--- src/verilog/codec_defs.svh ---
// codec constants for interval precision, model alphabet and output word size
`ifndef CODEC_DEFS_SVH
`define CODEC_DEFS_SVH

// interval register width and its fixed split points
`define CODEC_PRECISION 24
`define CODEC_WHOLE (1 << (`CODEC_PRECISION - 1))
`define CODEC_HALF (1 << (`CODEC_PRECISION - 2))
`define CODEC_QUARTER (1 << (`CODEC_PRECISION - 3))
`define CODEC_THREE_QUARTERS (3 << (`CODEC_PRECISION - 3))

// model alphabet, symbol k has frequency k+1 and EOF has frequency 1
`define NUM_SYMBOLS 17
`define EOF_SYMBOL 16
`define FREQ_TOTAL 137

// datapath and output sizes
`define PRODUCT_WIDTH 32
`define WORD_BITS 32
`define PENDING_WIDTH 7

`endif
--- src/verilog/codecPkg.sv ---
// shared types for the arithmetic encoder datapath and control
`include "codec_defs.svh"

package codecPkg;

    typedef logic [$clog2(`NUM_SYMBOLS)-1:0] symbolT;

    // current coding interval, high is exclusive
    typedef struct packed {
        logic [`CODEC_PRECISION-1:0] high;
        logic [`CODEC_PRECISION-1:0] low;
    } intervalT;

    // one emitted code bit, valid for a single cycle
    typedef struct packed {
        logic valid;
        logic value;
    } codeBitT;

    typedef enum logic [2:0] {
        ENC_IDLE,
        ENC_UPDATE,
        ENC_RENORM,
        ENC_REQUEST,
        ENC_WAIT_DROP,
        ENC_FINISH
    } encStateT;

    typedef enum logic [1:0] {
        RN_IDLE,
        RN_DECIDE,
        RN_PENDING,
        RN_DRAIN
    } renormStateT;

    typedef enum logic [1:0] {
        UPD_IDLE,
        UPD_HIGH,
        UPD_LOW,
        UPD_DONE
    } updStateT;

endpackage

--- src/verilog/arithEncoder.sv ---
// streaming arithmetic encoder top, symbol intake FSM around update, renormalize and pack
`timescale 1ns/100ps
`include "codec_defs.svh"

module arithEncoder (
    input  logic                  clk,
    input  logic                  rstn,
    input  logic                  start,
    input  logic                  symbolProvided,
    input  logic                  readAck,
    input  codecPkg::symbolT      symbolIn,
    output logic                  idle,
    output logic                  symbolRequest,
    output logic                  resultReady,
    output logic [`WORD_BITS-1:0] codeWord,
    output logic [2:0]            validOutputBytes
);

    import codecPkg::*;

    localparam logic [`CODEC_PRECISION-1:0] wholeBound = `CODEC_WHOLE;

    encStateT state;
    symbolT   curSymbol;
    intervalT interval;
    intervalT narrowed;
    intervalT rescaled;
    codeBitT  codeBit;
    logic     updStart;
    logic     updDone;
    logic     rnStart;
    logic     rnDone;
    logic     finalFlush;
    logic     lastBit;
    logic     packerFull;

    assign finalFlush = (curSymbol == `EOF_SYMBOL);
    assign idle = (state == ENC_IDLE);
    assign symbolRequest = (state == ENC_REQUEST);

    intervalUpdate update (
        .clk(clk), .rstn(rstn), .updStart(updStart), .symbol(curSymbol),
        .curInterval(interval), .updDone(updDone), .newInterval(narrowed)
    );

    renormalizer renorm (
        .clk(clk), .rstn(rstn), .rnStart(rnStart), .finalFlush(finalFlush),
        .inInterval(interval), .packerFull(packerFull), .rnDone(rnDone),
        .outInterval(rescaled), .codeBit(codeBit), .lastBit(lastBit)
    );

    outputPacker packer (
        .clk(clk), .rstn(rstn), .codeBit(codeBit), .lastBit(lastBit), .readAck(readAck),
        .packerFull(packerFull), .resultReady(resultReady), .codeWord(codeWord),
        .validOutputBytes(validOutputBytes)
    );

    always_ff @(posedge clk) begin
        if (!rstn) begin
            state <= ENC_IDLE;
            updStart <= 1'b0;
            rnStart <= 1'b0;
        end else begin
            updStart <= 1'b0;
            rnStart <= 1'b0;
            case (state)
                ENC_IDLE: if (start) begin
                    updStart <= 1'b1;
                    state <= ENC_UPDATE;
                end
                ENC_UPDATE: if (updDone) begin
                    rnStart <= 1'b1;
                    state <= ENC_RENORM;
                end
                ENC_RENORM: if (rnDone) state <= finalFlush ? ENC_FINISH : ENC_REQUEST;
                ENC_REQUEST: if (symbolProvided) state <= ENC_WAIT_DROP;
                ENC_WAIT_DROP: if (!symbolProvided) begin
                    updStart <= 1'b1;
                    state <= ENC_UPDATE;
                end
                ENC_FINISH: if (!packerFull) state <= ENC_IDLE;    // last word read
                default: state <= ENC_IDLE;
            endcase
        end
    end

    always_ff @(posedge clk) begin
        if (state == ENC_IDLE && start) begin
            curSymbol <= symbolIn;
            interval.high <= wholeBound;    // every message starts from the full range
            interval.low <= '0;
        end
        if (state == ENC_REQUEST && symbolProvided) curSymbol <= symbolIn;
        if (state == ENC_UPDATE && updDone) interval <= narrowed;
        if (state == ENC_RENORM && rnDone) interval <= rescaled;
    end

endmodule

--- src/verilog/outputPacker.sv ---
// packs emitted code bits into 32-bit words and runs the read acknowledge
`timescale 1ns/100ps
`include "codec_defs.svh"

module outputPacker (
    input  logic                  clk,
    input  logic                  rstn,
    input  codecPkg::codeBitT     codeBit,
    input  logic                  lastBit,
    input  logic                  readAck,
    output logic                  packerFull,
    output logic                  resultReady,
    output logic [`WORD_BITS-1:0] codeWord,
    output logic [2:0]            validOutputBytes
);

    localparam int ptrWidth = $clog2(`WORD_BITS);

    logic [ptrWidth-1:0] bitPtr;       // next free bit, lsb first
    logic [ptrWidth-4:0] byteIndex;
    logic                wordClosing;

    assign byteIndex = bitPtr[ptrWidth-1:3];
    assign wordClosing = codeBit.valid && (lastBit || bitPtr == ptrWidth'(`WORD_BITS - 1));

    always_ff @(posedge clk) begin
        if (!rstn) begin
            bitPtr <= '0;
            codeWord <= '0;
            resultReady <= 1'b0;
            packerFull <= 1'b0;
            validOutputBytes <= '0;
        end else begin
            if (codeBit.valid) begin
                codeWord[bitPtr] <= codeBit.value;
                bitPtr <= bitPtr + 1'b1;
            end
            if (wordClosing) begin
                resultReady <= 1'b1;
                packerFull <= 1'b1;
                validOutputBytes <= 3'(byteIndex) + 3'd1;    // bytes touched so far
            end
            if (resultReady && readAck) begin
                resultReady <= 1'b0;
                codeWord <= '0;
                bitPtr <= '0;
            end else if (packerFull && !resultReady && !readAck) begin
                packerFull <= 1'b0;    // host has dropped its acknowledge
            end
        end
    end

    // the renormalizer must see packerFull before it strobes
    assert property (@(posedge clk) disable iff (!rstn) codeBit.valid |-> !packerFull)
        else $error("code bit strobed into a full word");

endmodule

--- src/verilog/renormalizer.sv ---
// interval expansion with pending-bit tracking and termination bit emission
`timescale 1ns/100ps
`include "codec_defs.svh"

module renormalizer (
    input  logic               clk,
    input  logic               rstn,
    input  logic               rnStart,
    input  logic               finalFlush,
    input  codecPkg::intervalT inInterval,
    input  logic               packerFull,
    output logic               rnDone,
    output codecPkg::intervalT outInterval,
    output codecPkg::codeBitT  codeBit,
    output logic               lastBit
);

    import codecPkg::*;

    localparam logic [`CODEC_PRECISION-1:0] halfBound = `CODEC_HALF;
    localparam logic [`CODEC_PRECISION-1:0] quarterBound = `CODEC_QUARTER;
    localparam logic [`CODEC_PRECISION-1:0] threeQuarterBound = `CODEC_THREE_QUARTERS;

    renormStateT                 state;
    logic [`CODEC_PRECISION-1:0] low;
    logic [`CODEC_PRECISION-1:0] high;
    logic [`PENDING_WIDTH-1:0]   pending;
    logic                        pendingValue;    // opposite of the last emitted bit
    logic                        flushing;
    logic                        isLeft;
    logic                        isRight;
    logic                        isMiddle;
    logic                        isStop;
    logic                        sendBit;
    logic                        bitValue;
    logic                        bumpPending;

    assign isLeft = high < halfBound;
    assign isRight = !isLeft && (low > halfBound);
    assign isMiddle = !isLeft && !isRight && (low > quarterBound) && (high < threeQuarterBound);
    assign isStop = !isLeft && !isRight && !isMiddle;

    always_comb begin
        sendBit = 1'b0;
        bitValue = pendingValue;
        case (state)
            RN_DECIDE: begin
                sendBit = isLeft || isRight || (isStop && flushing);
                bitValue = isLeft ? 1'b0 : isRight ? 1'b1 : (low > quarterBound);
            end
            RN_PENDING, RN_DRAIN: sendBit = 1'b1;
            default: sendBit = 1'b0;
        endcase
    end

    assign codeBit.valid = sendBit && !packerFull;    // hold while the word is out
    assign codeBit.value = bitValue;
    assign lastBit = codeBit.valid && (state == RN_DRAIN) && (pending == 1);
    assign rnDone = (state == RN_DECIDE && isStop && !flushing) || lastBit;
    assign bumpPending = (state == RN_DECIDE) && (isMiddle || (isStop && flushing && !packerFull));
    assign outInterval.high = high;
    assign outInterval.low = low;

    always_ff @(posedge clk) begin
        if (!rstn) begin
            state <= RN_IDLE;
            pending <= '0;
            pendingValue <= 1'b0;
            flushing <= 1'b0;
        end else begin
            if (bumpPending) begin
                pending <= pending + 1'b1;
            end else if (state != RN_DECIDE && codeBit.valid) begin
                pending <= pending - 1'b1;
            end
            case (state)
                RN_IDLE: begin
                    if (rnStart) begin
                        flushing <= finalFlush;
                        state <= RN_DECIDE;
                    end
                end
                RN_DECIDE: begin
                    if (codeBit.valid) begin
                        pendingValue <= !bitValue;
                        if (isStop) begin
                            state <= RN_DRAIN;    // termination, pending now at least one
                        end else if (pending != 0) begin
                            state <= RN_PENDING;
                        end
                    end else if (isStop && !flushing) begin
                        state <= RN_IDLE;
                    end
                end
                RN_PENDING: begin
                    if (codeBit.valid && pending == 1) begin
                        state <= RN_DECIDE;
                    end
                end
                default: begin
                    if (lastBit) begin
                        state <= RN_IDLE;
                    end
                end
            endcase
        end
    end

    always_ff @(posedge clk) begin
        if (state == RN_IDLE && rnStart) begin
            low <= inInterval.low;
            high <= inInterval.high;
        end else if (state == RN_DECIDE && (codeBit.valid || isMiddle) && !isStop) begin
            if (isLeft) begin
                low <= low << 1;
                high <= high << 1;
            end else if (isRight) begin
                low <= (low - halfBound) << 1;
                high <= (high - halfBound) << 1;
            end else begin
                low <= (low - quarterBound) << 1;
                high <= (high - quarterBound) << 1;
            end
        end
    end

    // a wrap would silently drop the deferred bits
    assert property (@(posedge clk) disable iff (!rstn) bumpPending |=> pending != '0)
        else $error("pending bit counter wrapped");

endmodule

--- src/verilog/intervalUpdate.sv ---
// narrows the coding interval to the subrange of one symbol of the fixed model
`timescale 1ns/100ps
`include "codec_defs.svh"

module intervalUpdate (
    input  logic               clk,
    input  logic               rstn,
    input  logic               updStart,
    input  codecPkg::symbolT   symbol,
    input  codecPkg::intervalT curInterval,
    output logic               updDone,
    output codecPkg::intervalT newInterval
);

    import codecPkg::*;

    localparam int freqWidth = $clog2(`FREQ_TOTAL + 1);

    updStateT                    state;
    logic [freqWidth:0]          symTimesNext;    // k*(k+1), halved for the begin
    logic [freqWidth-1:0]        cumBegin;
    logic [freqWidth-1:0]        cumEnd;
    logic [`CODEC_PRECISION-1:0] width;
    logic [`PRODUCT_WIDTH-1:0]   beginProduct;
    logic [`PRODUCT_WIDTH-1:0]   endProduct;
    logic [`PRODUCT_WIDTH-1:0]   beginProductReg;
    logic [`PRODUCT_WIDTH-1:0]   endProductReg;
    logic [`CODEC_PRECISION-1:0] baseLow;
    logic                        divStart;
    logic                        divDone;
    logic [`PRODUCT_WIDTH-1:0]   dividend;
    logic [`PRODUCT_WIDTH-1:0]   quotient;

    // model rule, begin of k is k(k+1)/2 and EOF closes at the total
    assign symTimesNext = (freqWidth + 1)'(symbol) * ((freqWidth + 1)'(symbol) + 1'b1);
    assign cumBegin = symTimesNext[freqWidth:1];
    assign cumEnd = (symbol == `EOF_SYMBOL) ? freqWidth'(`FREQ_TOTAL)
                                            : cumBegin + freqWidth'(symbol) + 1'b1;

    assign width = curInterval.high - curInterval.low;
    assign beginProduct = width * cumBegin;
    assign endProduct = width * cumEnd;

    assign dividend = (state == UPD_LOW) ? beginProductReg : endProductReg;
    assign updDone = (state == UPD_DONE);

    totalDivider divider (
        .clk      (clk),
        .rstn     (rstn),
        .divStart (divStart),
        .dividend (dividend),
        .divDone  (divDone),
        .quotient (quotient)
    );

    always_ff @(posedge clk) begin
        if (!rstn) begin
            state <= UPD_IDLE;
            divStart <= 1'b0;
        end else begin
            divStart <= 1'b0;
            case (state)
                UPD_IDLE: begin
                    if (updStart) begin
                        state <= UPD_HIGH;
                        divStart <= 1'b1;    // end product goes first
                    end
                end
                UPD_HIGH: begin
                    if (divDone) begin
                        state <= UPD_LOW;
                        divStart <= 1'b1;
                    end
                end
                UPD_LOW: begin
                    if (divDone) begin
                        state <= UPD_DONE;
                    end
                end
                default: state <= UPD_IDLE;
            endcase
        end
    end

    always_ff @(posedge clk) begin
        if (state == UPD_IDLE && updStart) begin
            beginProductReg <= beginProduct;
            endProductReg <= endProduct;
            baseLow <= curInterval.low;    // both bounds offset from the old low
        end
        if (state == UPD_HIGH && divDone) begin
            newInterval.high <= baseLow + quotient[`CODEC_PRECISION-1:0];
        end
        if (state == UPD_LOW && divDone) begin
            newInterval.low <= baseLow + quotient[`CODEC_PRECISION-1:0];
        end
    end

    assert property (@(posedge clk) disable iff (!rstn) updStart |-> symbol < `NUM_SYMBOLS)
        else $error("symbol outside the model alphabet");

endmodule

--- src/verilog/totalDivider.sv ---
// serial restoring divider, one quotient bit per cycle, divisor fixed at the model total
`timescale 1ns/100ps
`include "codec_defs.svh"

module totalDivider (
    input  logic                      clk,
    input  logic                      rstn,
    input  logic                      divStart,
    input  logic [`PRODUCT_WIDTH-1:0] dividend,
    output logic                      divDone,
    output logic [`PRODUCT_WIDTH-1:0] quotient
);

    localparam int remWidth = $clog2(`FREQ_TOTAL);
    localparam int countWidth = $clog2(`PRODUCT_WIDTH + 1);
    localparam logic [remWidth:0] divisor = `FREQ_TOTAL;

    logic                      busy;
    logic [countWidth-1:0]     bitsLeft;
    logic [remWidth-1:0]       remainder;    // always below the divisor
    logic [`PRODUCT_WIDTH-1:0] shiftReg;     // dividend out at the top, quotient in at the bottom
    logic [remWidth:0]         trial;

    assign trial = {remainder, shiftReg[`PRODUCT_WIDTH-1]};
    assign quotient = shiftReg;

    always_ff @(posedge clk) begin
        if (!rstn) begin
            busy <= 1'b0;
            divDone <= 1'b0;
            bitsLeft <= '0;
        end else begin
            divDone <= 1'b0;
            if (divStart) begin
                busy <= 1'b1;
                bitsLeft <= countWidth'(`PRODUCT_WIDTH);
            end else if (busy) begin
                bitsLeft <= bitsLeft - 1'b1;
                if (bitsLeft == countWidth'(1)) begin    // last quotient bit this cycle
                    busy <= 1'b0;
                    divDone <= 1'b1;
                end
            end
        end
    end

    always_ff @(posedge clk) begin
        if (divStart) begin
            remainder <= '0;
            shiftReg <= dividend;
        end else if (busy) begin
            if (trial >= divisor) begin
                remainder <= remWidth'(trial - divisor);
                shiftReg <= {shiftReg[`PRODUCT_WIDTH-2:0], 1'b1};
            end else begin
                remainder <= trial[remWidth-1:0];    // restore, keep the partial remainder
                shiftReg <= {shiftReg[`PRODUCT_WIDTH-2:0], 1'b0};
            end
        end
    end

    // the caller keeps only one division in flight
    assert property (@(posedge clk) disable iff (!rstn) divStart |-> !busy)
        else $error("divider started while a division is running");

endmodule

--- config.mk ---
export PLATFORM = sky130hd
export DESIGN_NAME = arithEncoder
export DESIGN_NICKNAME = d
export VERILOG_FILES = /design/src/verilog/codecPkg.sv /design/src/verilog/arithEncoder.sv /design/src/verilog/outputPacker.sv /design/src/verilog/renormalizer.sv /design/src/verilog/intervalUpdate.sv /design/src/verilog/totalDivider.sv
export VERILOG_INCLUDE_DIRS = /design/src /design/src/verilog
export SDC_FILE = /design/constraint.sdc
export NUM_CORES = 1
export LEC_CHECK = 0
export ABC_AREA = 1
export BUFFER_PORTS_ARGS = -buffer_cell sky130_fd_sc_hd__buf_4
export CAP_MARGIN = 40
export CELL_PAD_IN_SITES_DETAIL_PLACEMENT = 2
export CELL_PAD_IN_SITES_GLOBAL_PLACEMENT = 2
export CORE_ASPECT_RATIO = 0.9
export CORE_MARGIN = 2
export CORE_UTILIZATION = 25
export DETAILED_ROUTE_END_ITERATION = 8
export PLACE_DENSITY_LB_ADDON = 0.1
export SLEW_MARGIN = 20
export SYNTH_ARGS = -nofsm -noshare
export SYNTH_HDL_FRONTEND = slang
export SYNTH_SLANG_ARGS = --single-unit
--- constraint.sdc ---
create_clock -name clk -period 11.01 [get_ports clk]
set_input_delay 0.5505 -clock clk [delete_from_list [all_inputs] [get_ports clk]]
set_output_delay 0.5505 -clock clk [all_outputs]
set_load 0.005 [all_outputs]
# Word level (Yosys, flattened, before mapping)

Cells that the tools add are included.

Register bits: 346
Bits of input ports: 10
Output and inout port bits: 38

Add/sub/neg operators: 15
Multiply operators: 3
$lt $le $gt $ge: 7
Eq/ne operators: 29
Mux-type cells: 64
Bitwise logic cells: 2
Reduce and logical (&&, ||, !) cells: 66

Operator list:

| kind                     | number |
|---|---|
| $mux W24                 | 8 |
| $mux W48                 | 3 |
| $mux W32                 | 3 |
| $mul A24 B8 Y32          | 2 |
| $lt A24 B23 Y1 const B   | 2 |
| $sub A23 B22 Y23 const B | 2 |
| $sub A23 B23 Y23 const B | 2 |
| $bwmux W32               | 1 |
| $logic_and A1 B1 Y1      | 31 |
| $add A24 B24 Y24         | 1 |
| $gt A24 B22 Y1 const B   | 1 |
| $gt A24 B23 Y1 const B   | 1 |
| $sub A24 B24 Y24         | 1 |
| $mux W3                  | 7 |
| $mux W2                  | 10 |
| $ne A2 B2 Y1 const B     | 10 |
| $pmux W3 S6              | 1 |
| $mux W1                  | 17 |
| $mux W8                  | 2 |
| $mux W7                  | 2 |
| $mux W6                  | 2 |
| $pmux W2 S3              | 2 |
| $eq A5 B5 Y1 const B     | 2 |
| $mux W5                  | 2 |
| other kinds (40)         | 71 |

# Depth between registers and ports, before layout

Depth after elaboration: 20
Gate-level depth with buffers: 45
Depth with buffers taken out: 44

# By module

Synthesis repeated with hierarchy kept, for this count alone.

Cell total of the unflattened synthesis: 3876
Area, all modules: 31101.1 um^2

By module, submodules not included:

| module         | times used | cells each | area each (um^2) |
|---|---|---|---|
| intervalUpdate | 1          | 2675       | 21017.7 |
| renormalizer   | 1          | 373        | 3168.0 |
| arithEncoder   | 1          | 285        | 2756.4 |
| totalDivider   | 1          | 265        | 2239.6 |
| outputPacker   | 1          | 278        | 1919.3 |

# Worst setup path before layout

OpenSTA, ideal clock, no wires.

Kind: register to register
From: register curSymbol[0]
To: register update.endProductReg[22], data pin
Setup time: 252 ps
Data arrival time: 8551 ps
Required time: 10758 ps
Slack: 2207 ps
Stages on the path, launching flop included: 40
Path buffers: 3
Clock period less this slack: 8803 ps
Cell sequence: edfxtp_1 -> inv_2 -> ha_1 -> clkbuf_1 -> clkbuf_1 -> nand2_1 -> fa_1 -> fa_1 -> fa_1 -> inv_1 -> ha_1 -> a21oi_1 -> nand2_1 -> xor2_1 -> inv_1 -> ha_1 -> and2_1 -> o21ai_0 -> [... 4 more ...] -> nand2_1 -> fa_1 -> fa_1 -> fa_1 -> fa_1 -> inv_1 -> ha_1 -> a21o_1 -> a21oi_1 -> o21bai_1 -> a21boi_0 -> inv_1 -> nand2_1 -> nand2_1 -> nand2_1 -> nand2_1 -> nand2_1 -> nand2_1

Longest elaborated chain between the ends: 6

Ends and longest elaborated chain:

| item                            | RTL line             | RTL |
|---|---|---|
| start: declaration              | arithEncoder.sv:24   | `symbolT curSymbol;` |
| start signal: assignment        | arithEncoder.sv:89   | `curSymbol <= symbolIn;` |
| start signal: assignment        | arithEncoder.sv:93   | `if (state == ENC_REQUEST && symbolProvided) curSymbol <= symbolIn;` |
| $add A5 B1 Y6                   | intervalUpdate.sv:35 | `assign symTimesNext = (freqWidth + 1)'(symbol) * ((freqWidth + 1)'(symbol) + 1'b1);` |
| $mul A5 B9 Y9                   | intervalUpdate.sv:35 |  |
| $add A8 B5 Y8                   | intervalUpdate.sv:38 | `: cumBegin + freqWidth'(symbol) + 1'b1;` |
| $add A8 B1 Y8                   | intervalUpdate.sv:38 |  |
| $mux W8 *                       | intervalUpdate.sv:37 | `` assign cumEnd = (symbol == `EOF_SYMBOL) ? freqWidth'(`FREQ_TOTAL) `` |
| $mul A24 B8 Y32 *               | intervalUpdate.sv:42 | `assign endProduct = width * cumEnd;` |
| named net update.endProduct[22] | intervalUpdate.sv:25 | `` logic [`PRODUCT_WIDTH-1:0] endProduct; `` |
| end signal: assignment          | intervalUpdate.sv:88 | `endProductReg <= endProduct;` |
| end: declaration                | intervalUpdate.sv:27 | `` logic [`PRODUCT_WIDTH-1:0] endProductReg; `` |

Mark *: on every way through the listed nets, which the timed path passes. The rest lies on a longest branch.
A chain may end at the register's enable or synchronous reset.

# Worst setup path after layout

From: register curSymbol[1]
To: register update.endProductReg[31], data pin

The elaborated chain is that of the path after synthesis.

==> impl_metrics.json <==
{
  "min_from": "symbolIn[4]",
  "final_nets": 3921,
  "cts_setup_buffers": 0,
  "grt_pass1_wl_um": 175000,
  "fin_crit_ns": 9.96,
  "muxShareOfSynthArea_pct": 0.0343,
  "grt_max_degree": 53,
  "clock_latency_ns": 0.59,
  "drc": 0,
  "syn_avg_cell_area_sq_um": 8.66,
  "antenna_found_initial": 12,
  "clkTransAtPathRegs_ns": 0.06,
  "yosys_register_bits": 346,
  "die_area_sq_mm": 0.120,
  "crit_buf_inv": 8,
  "core.rowCount": 118,
  "synth_xor_area_share_pct": 3.29,
  "finalHoldViolCount": 0,
  "grt_pass1_vias": 26600,
  "yosys_warnings": 0,
  "seqCellArea_sq_mm": 0.00962,
  "slew_headroom_pct": 44.1,
  "h-tree-depth": 2,
  "max_clock_freq_mhz": 100,
  "cts.sinks": 346,
  "startpoint_type": "register",
  "yosysSeqAreaShare_pct": 33.0,
  "nFillCells": 13100,
  "multiInputGateArea_sq_mm": 0.0171,
  "holdPathStages": 1,
  "outcome": "complete, no violations",
  "cpLargestDelayFamily": "adder cells",
  "top_usage_layer": "met2",
  "ctsLongestPathBuffers": 3,
  "die_x_um": 364,
  "rrSetupSlack_ns": 1.05,
  "dr.pass1.iters": 5,
  "postCtsHoldBufs": 0,
  "worstRegToRegCells": 32,
  "synth_cell_types": 65,
  "cp_max_fo": 11,
  "tightest_slew_ns": 0.837,
  "finalMaxSlewViolations": 0,
  "r2r_end": "update.endProductReg[31]",
  "r2r-start": "curSymbol[1]",
  "met3_usage_pct": 2.98,
  "wl_um": 115000,
  "use_met1_pct": 28.2,
  "maxCapViolCount": 0,
  "critical-path-max-stage-delay_ns": 0.56,
  "layout_commonest_cell": "nand2_1",
  "holdCritPathClass": "primary input to register",
  "ctsResizeCount": 0,
  "crit_type": "register to register",
  "ant_nets": 0,
  "io_pins": 48,
  "fin_worst_skew_ns": 0.0171,
  "critPathLaunch": "curSymbol[1]",
  "fin_crit_sh_pct": 90.4,
  "root_buffer": "clkbuf_16",
  "wire_per_inst_um": 22.8,
  "synthFlopType": "edfxtp_1",
  "worstSetupEndpointType": "register",
  "overflow": 0,
  "slowest_stage": "fa_1",
  "num_vias": 23500,
  "crit_arrival_ns": 10.33,
  "setup-violations-final": 0,
  "tns_ns": 0,
  "layout_common_cells": "nand2_1 (652), inv_1 (544), nor2_1 (378)",
  "cts_buffers": 42,
  "syn_inst": 3370,
  "synth_fa_ha_area_share_pct": 27.5,
  "grt_use_total_pct": 19.5,
  "drive_gt1_share_pct": 7.38,
  "min_to": "curSymbol[4]",
  "rsz0062_at_grt": "no",
  "use_met2_pct": 30.5,
  "synth_nets": 3855,
  "cts_tree": "built",
  "synth_compound_area_share_pct": 9.39,
  "dp.final_hpwl_um": 91800,
  "io_buffers": 47,
  "vias_per_cell": 4.68,
  "synth_edf_count": 269,
  "initial_utilization_pct": 25.3,
  "synthArstFlopShare_pct": 0,
  "die_y_um": 328,
  "syn_area_sq_mm": 0.0292,
  "area_growth_pct": 13.6,
  "gp_congestion": 0.862,
  "cp.required_ns": 11.38,
  "synth_top_family_by_area": "adder cells",
  "yosys.area_share.simple_pct": 18.1,
  "drt_iter0_markers": 1147,
  "fp.coreArea_sq_mm": 0.115
}
[worst max path at each step]
stage,slack (ns),depth (start not counted),end
after floorplan,2.21,39,update.endProductReg[22]
after global placement,1.22,34,update.endProductReg[31]
after detailed placement,1.14,31,update.endProductReg[31]
after CTS,1.10,31,update.endProductReg[24]
after global routing,0.36,35,update.endProductReg[31]
final,1.05,32,update.endProductReg[31]
[through the flow]
step | util (%) | area, sq um | setup slack (ns) | std cells | hold slack, ns
3_3_place_gp | 27.4 | 31600 | 1.22 | 4943 | 0.443
5_1_grt | 28.7 | 33100 | 0.360 | 5029 | 0.124
3_5_place_dp | 27.4 | 31700 | 1.14 | 4949 | 0.437
2_1_floorplan | - | 29200 | 2.21 | 3370 | 0.422
6_report | 28.7 | 33200 | 1.05 | 5033 | 0.152
4_1_cts | 28.6 | 33100 | 1.10 | 5026 | 0.103
[registers in the layout, summed over array words and instances, names as in the netlist, 2 cells and up]
register / cells
renorm.high: 24
update.divider.quotient: 32
update.newInterval: 48
renorm.pending: 7
renorm.low: 24
packer.validOutputBytes: 3
curSymbol: 5
update.state: 2
packer.bitPtr: 5
renorm.state: 2
update.endProductReg: 32
update.divider.bitsLeft: 6
update.beginProductReg: 32
interval: 48
update.divider.remainder: 8
update.baseLow: 24
packer.codeWord: 32
state: 3
[layout make-up]
class | count | area share, %
timing repair buffer | 109 | 2.83
sequential | 346 | 29.0
clock buffer | 52 | 3.34
antenna | 4 | 0.0302
inverter | 579 | 6.58
tap | 1560 | 5.89
clock inverter | 25 | 0.815
multi-input combinational | 2358 | 51.5
[kinds of logic after synthesis]
group,after synthesis
AND/OR/NAND/NOR,1278
adder cells (fa/ha/maj),475
XOR/XNOR,101
buffers and inverters,666
AO/OA/AOI/OAI,503
flip-flops,346
multiplexers,1
[Yosys cell counts, types with 25 or more instances]
cell / n / share of area [%]
nand2_1: 654 / 8.4
fa_1: 278 / 19
nor2_1: 378 / 4.9
dfxtp_1: 77 / 5.3
xnor2_1: 29 / 0.87
a21oi_1: 188 / 3.2
xor2_1: 62 / 1.9
ha_1: 197 / 8.4
inv_1: 547 / 7.0
o21ai_0: 236 / 4.0
edfxtp_1: 269 / 28
nor3_1: 25 / 0.43
nand3_1: 150 / 2.6
clkbuf_1: 73 / 0.94
[metal layers]
layer  share of wire, %  wire length [um]  vias up
met5              0.011                13        -
met3                4.1              4760      103
met4                2.4              2720        2
met1                 50             57000    12200
met2                 44             50400      351
li1                   -                 -    10900
Power is left out: the tool's default activity adds up to more than one toggle a clock period on the data nets, which glitch-free logic cannot reach.
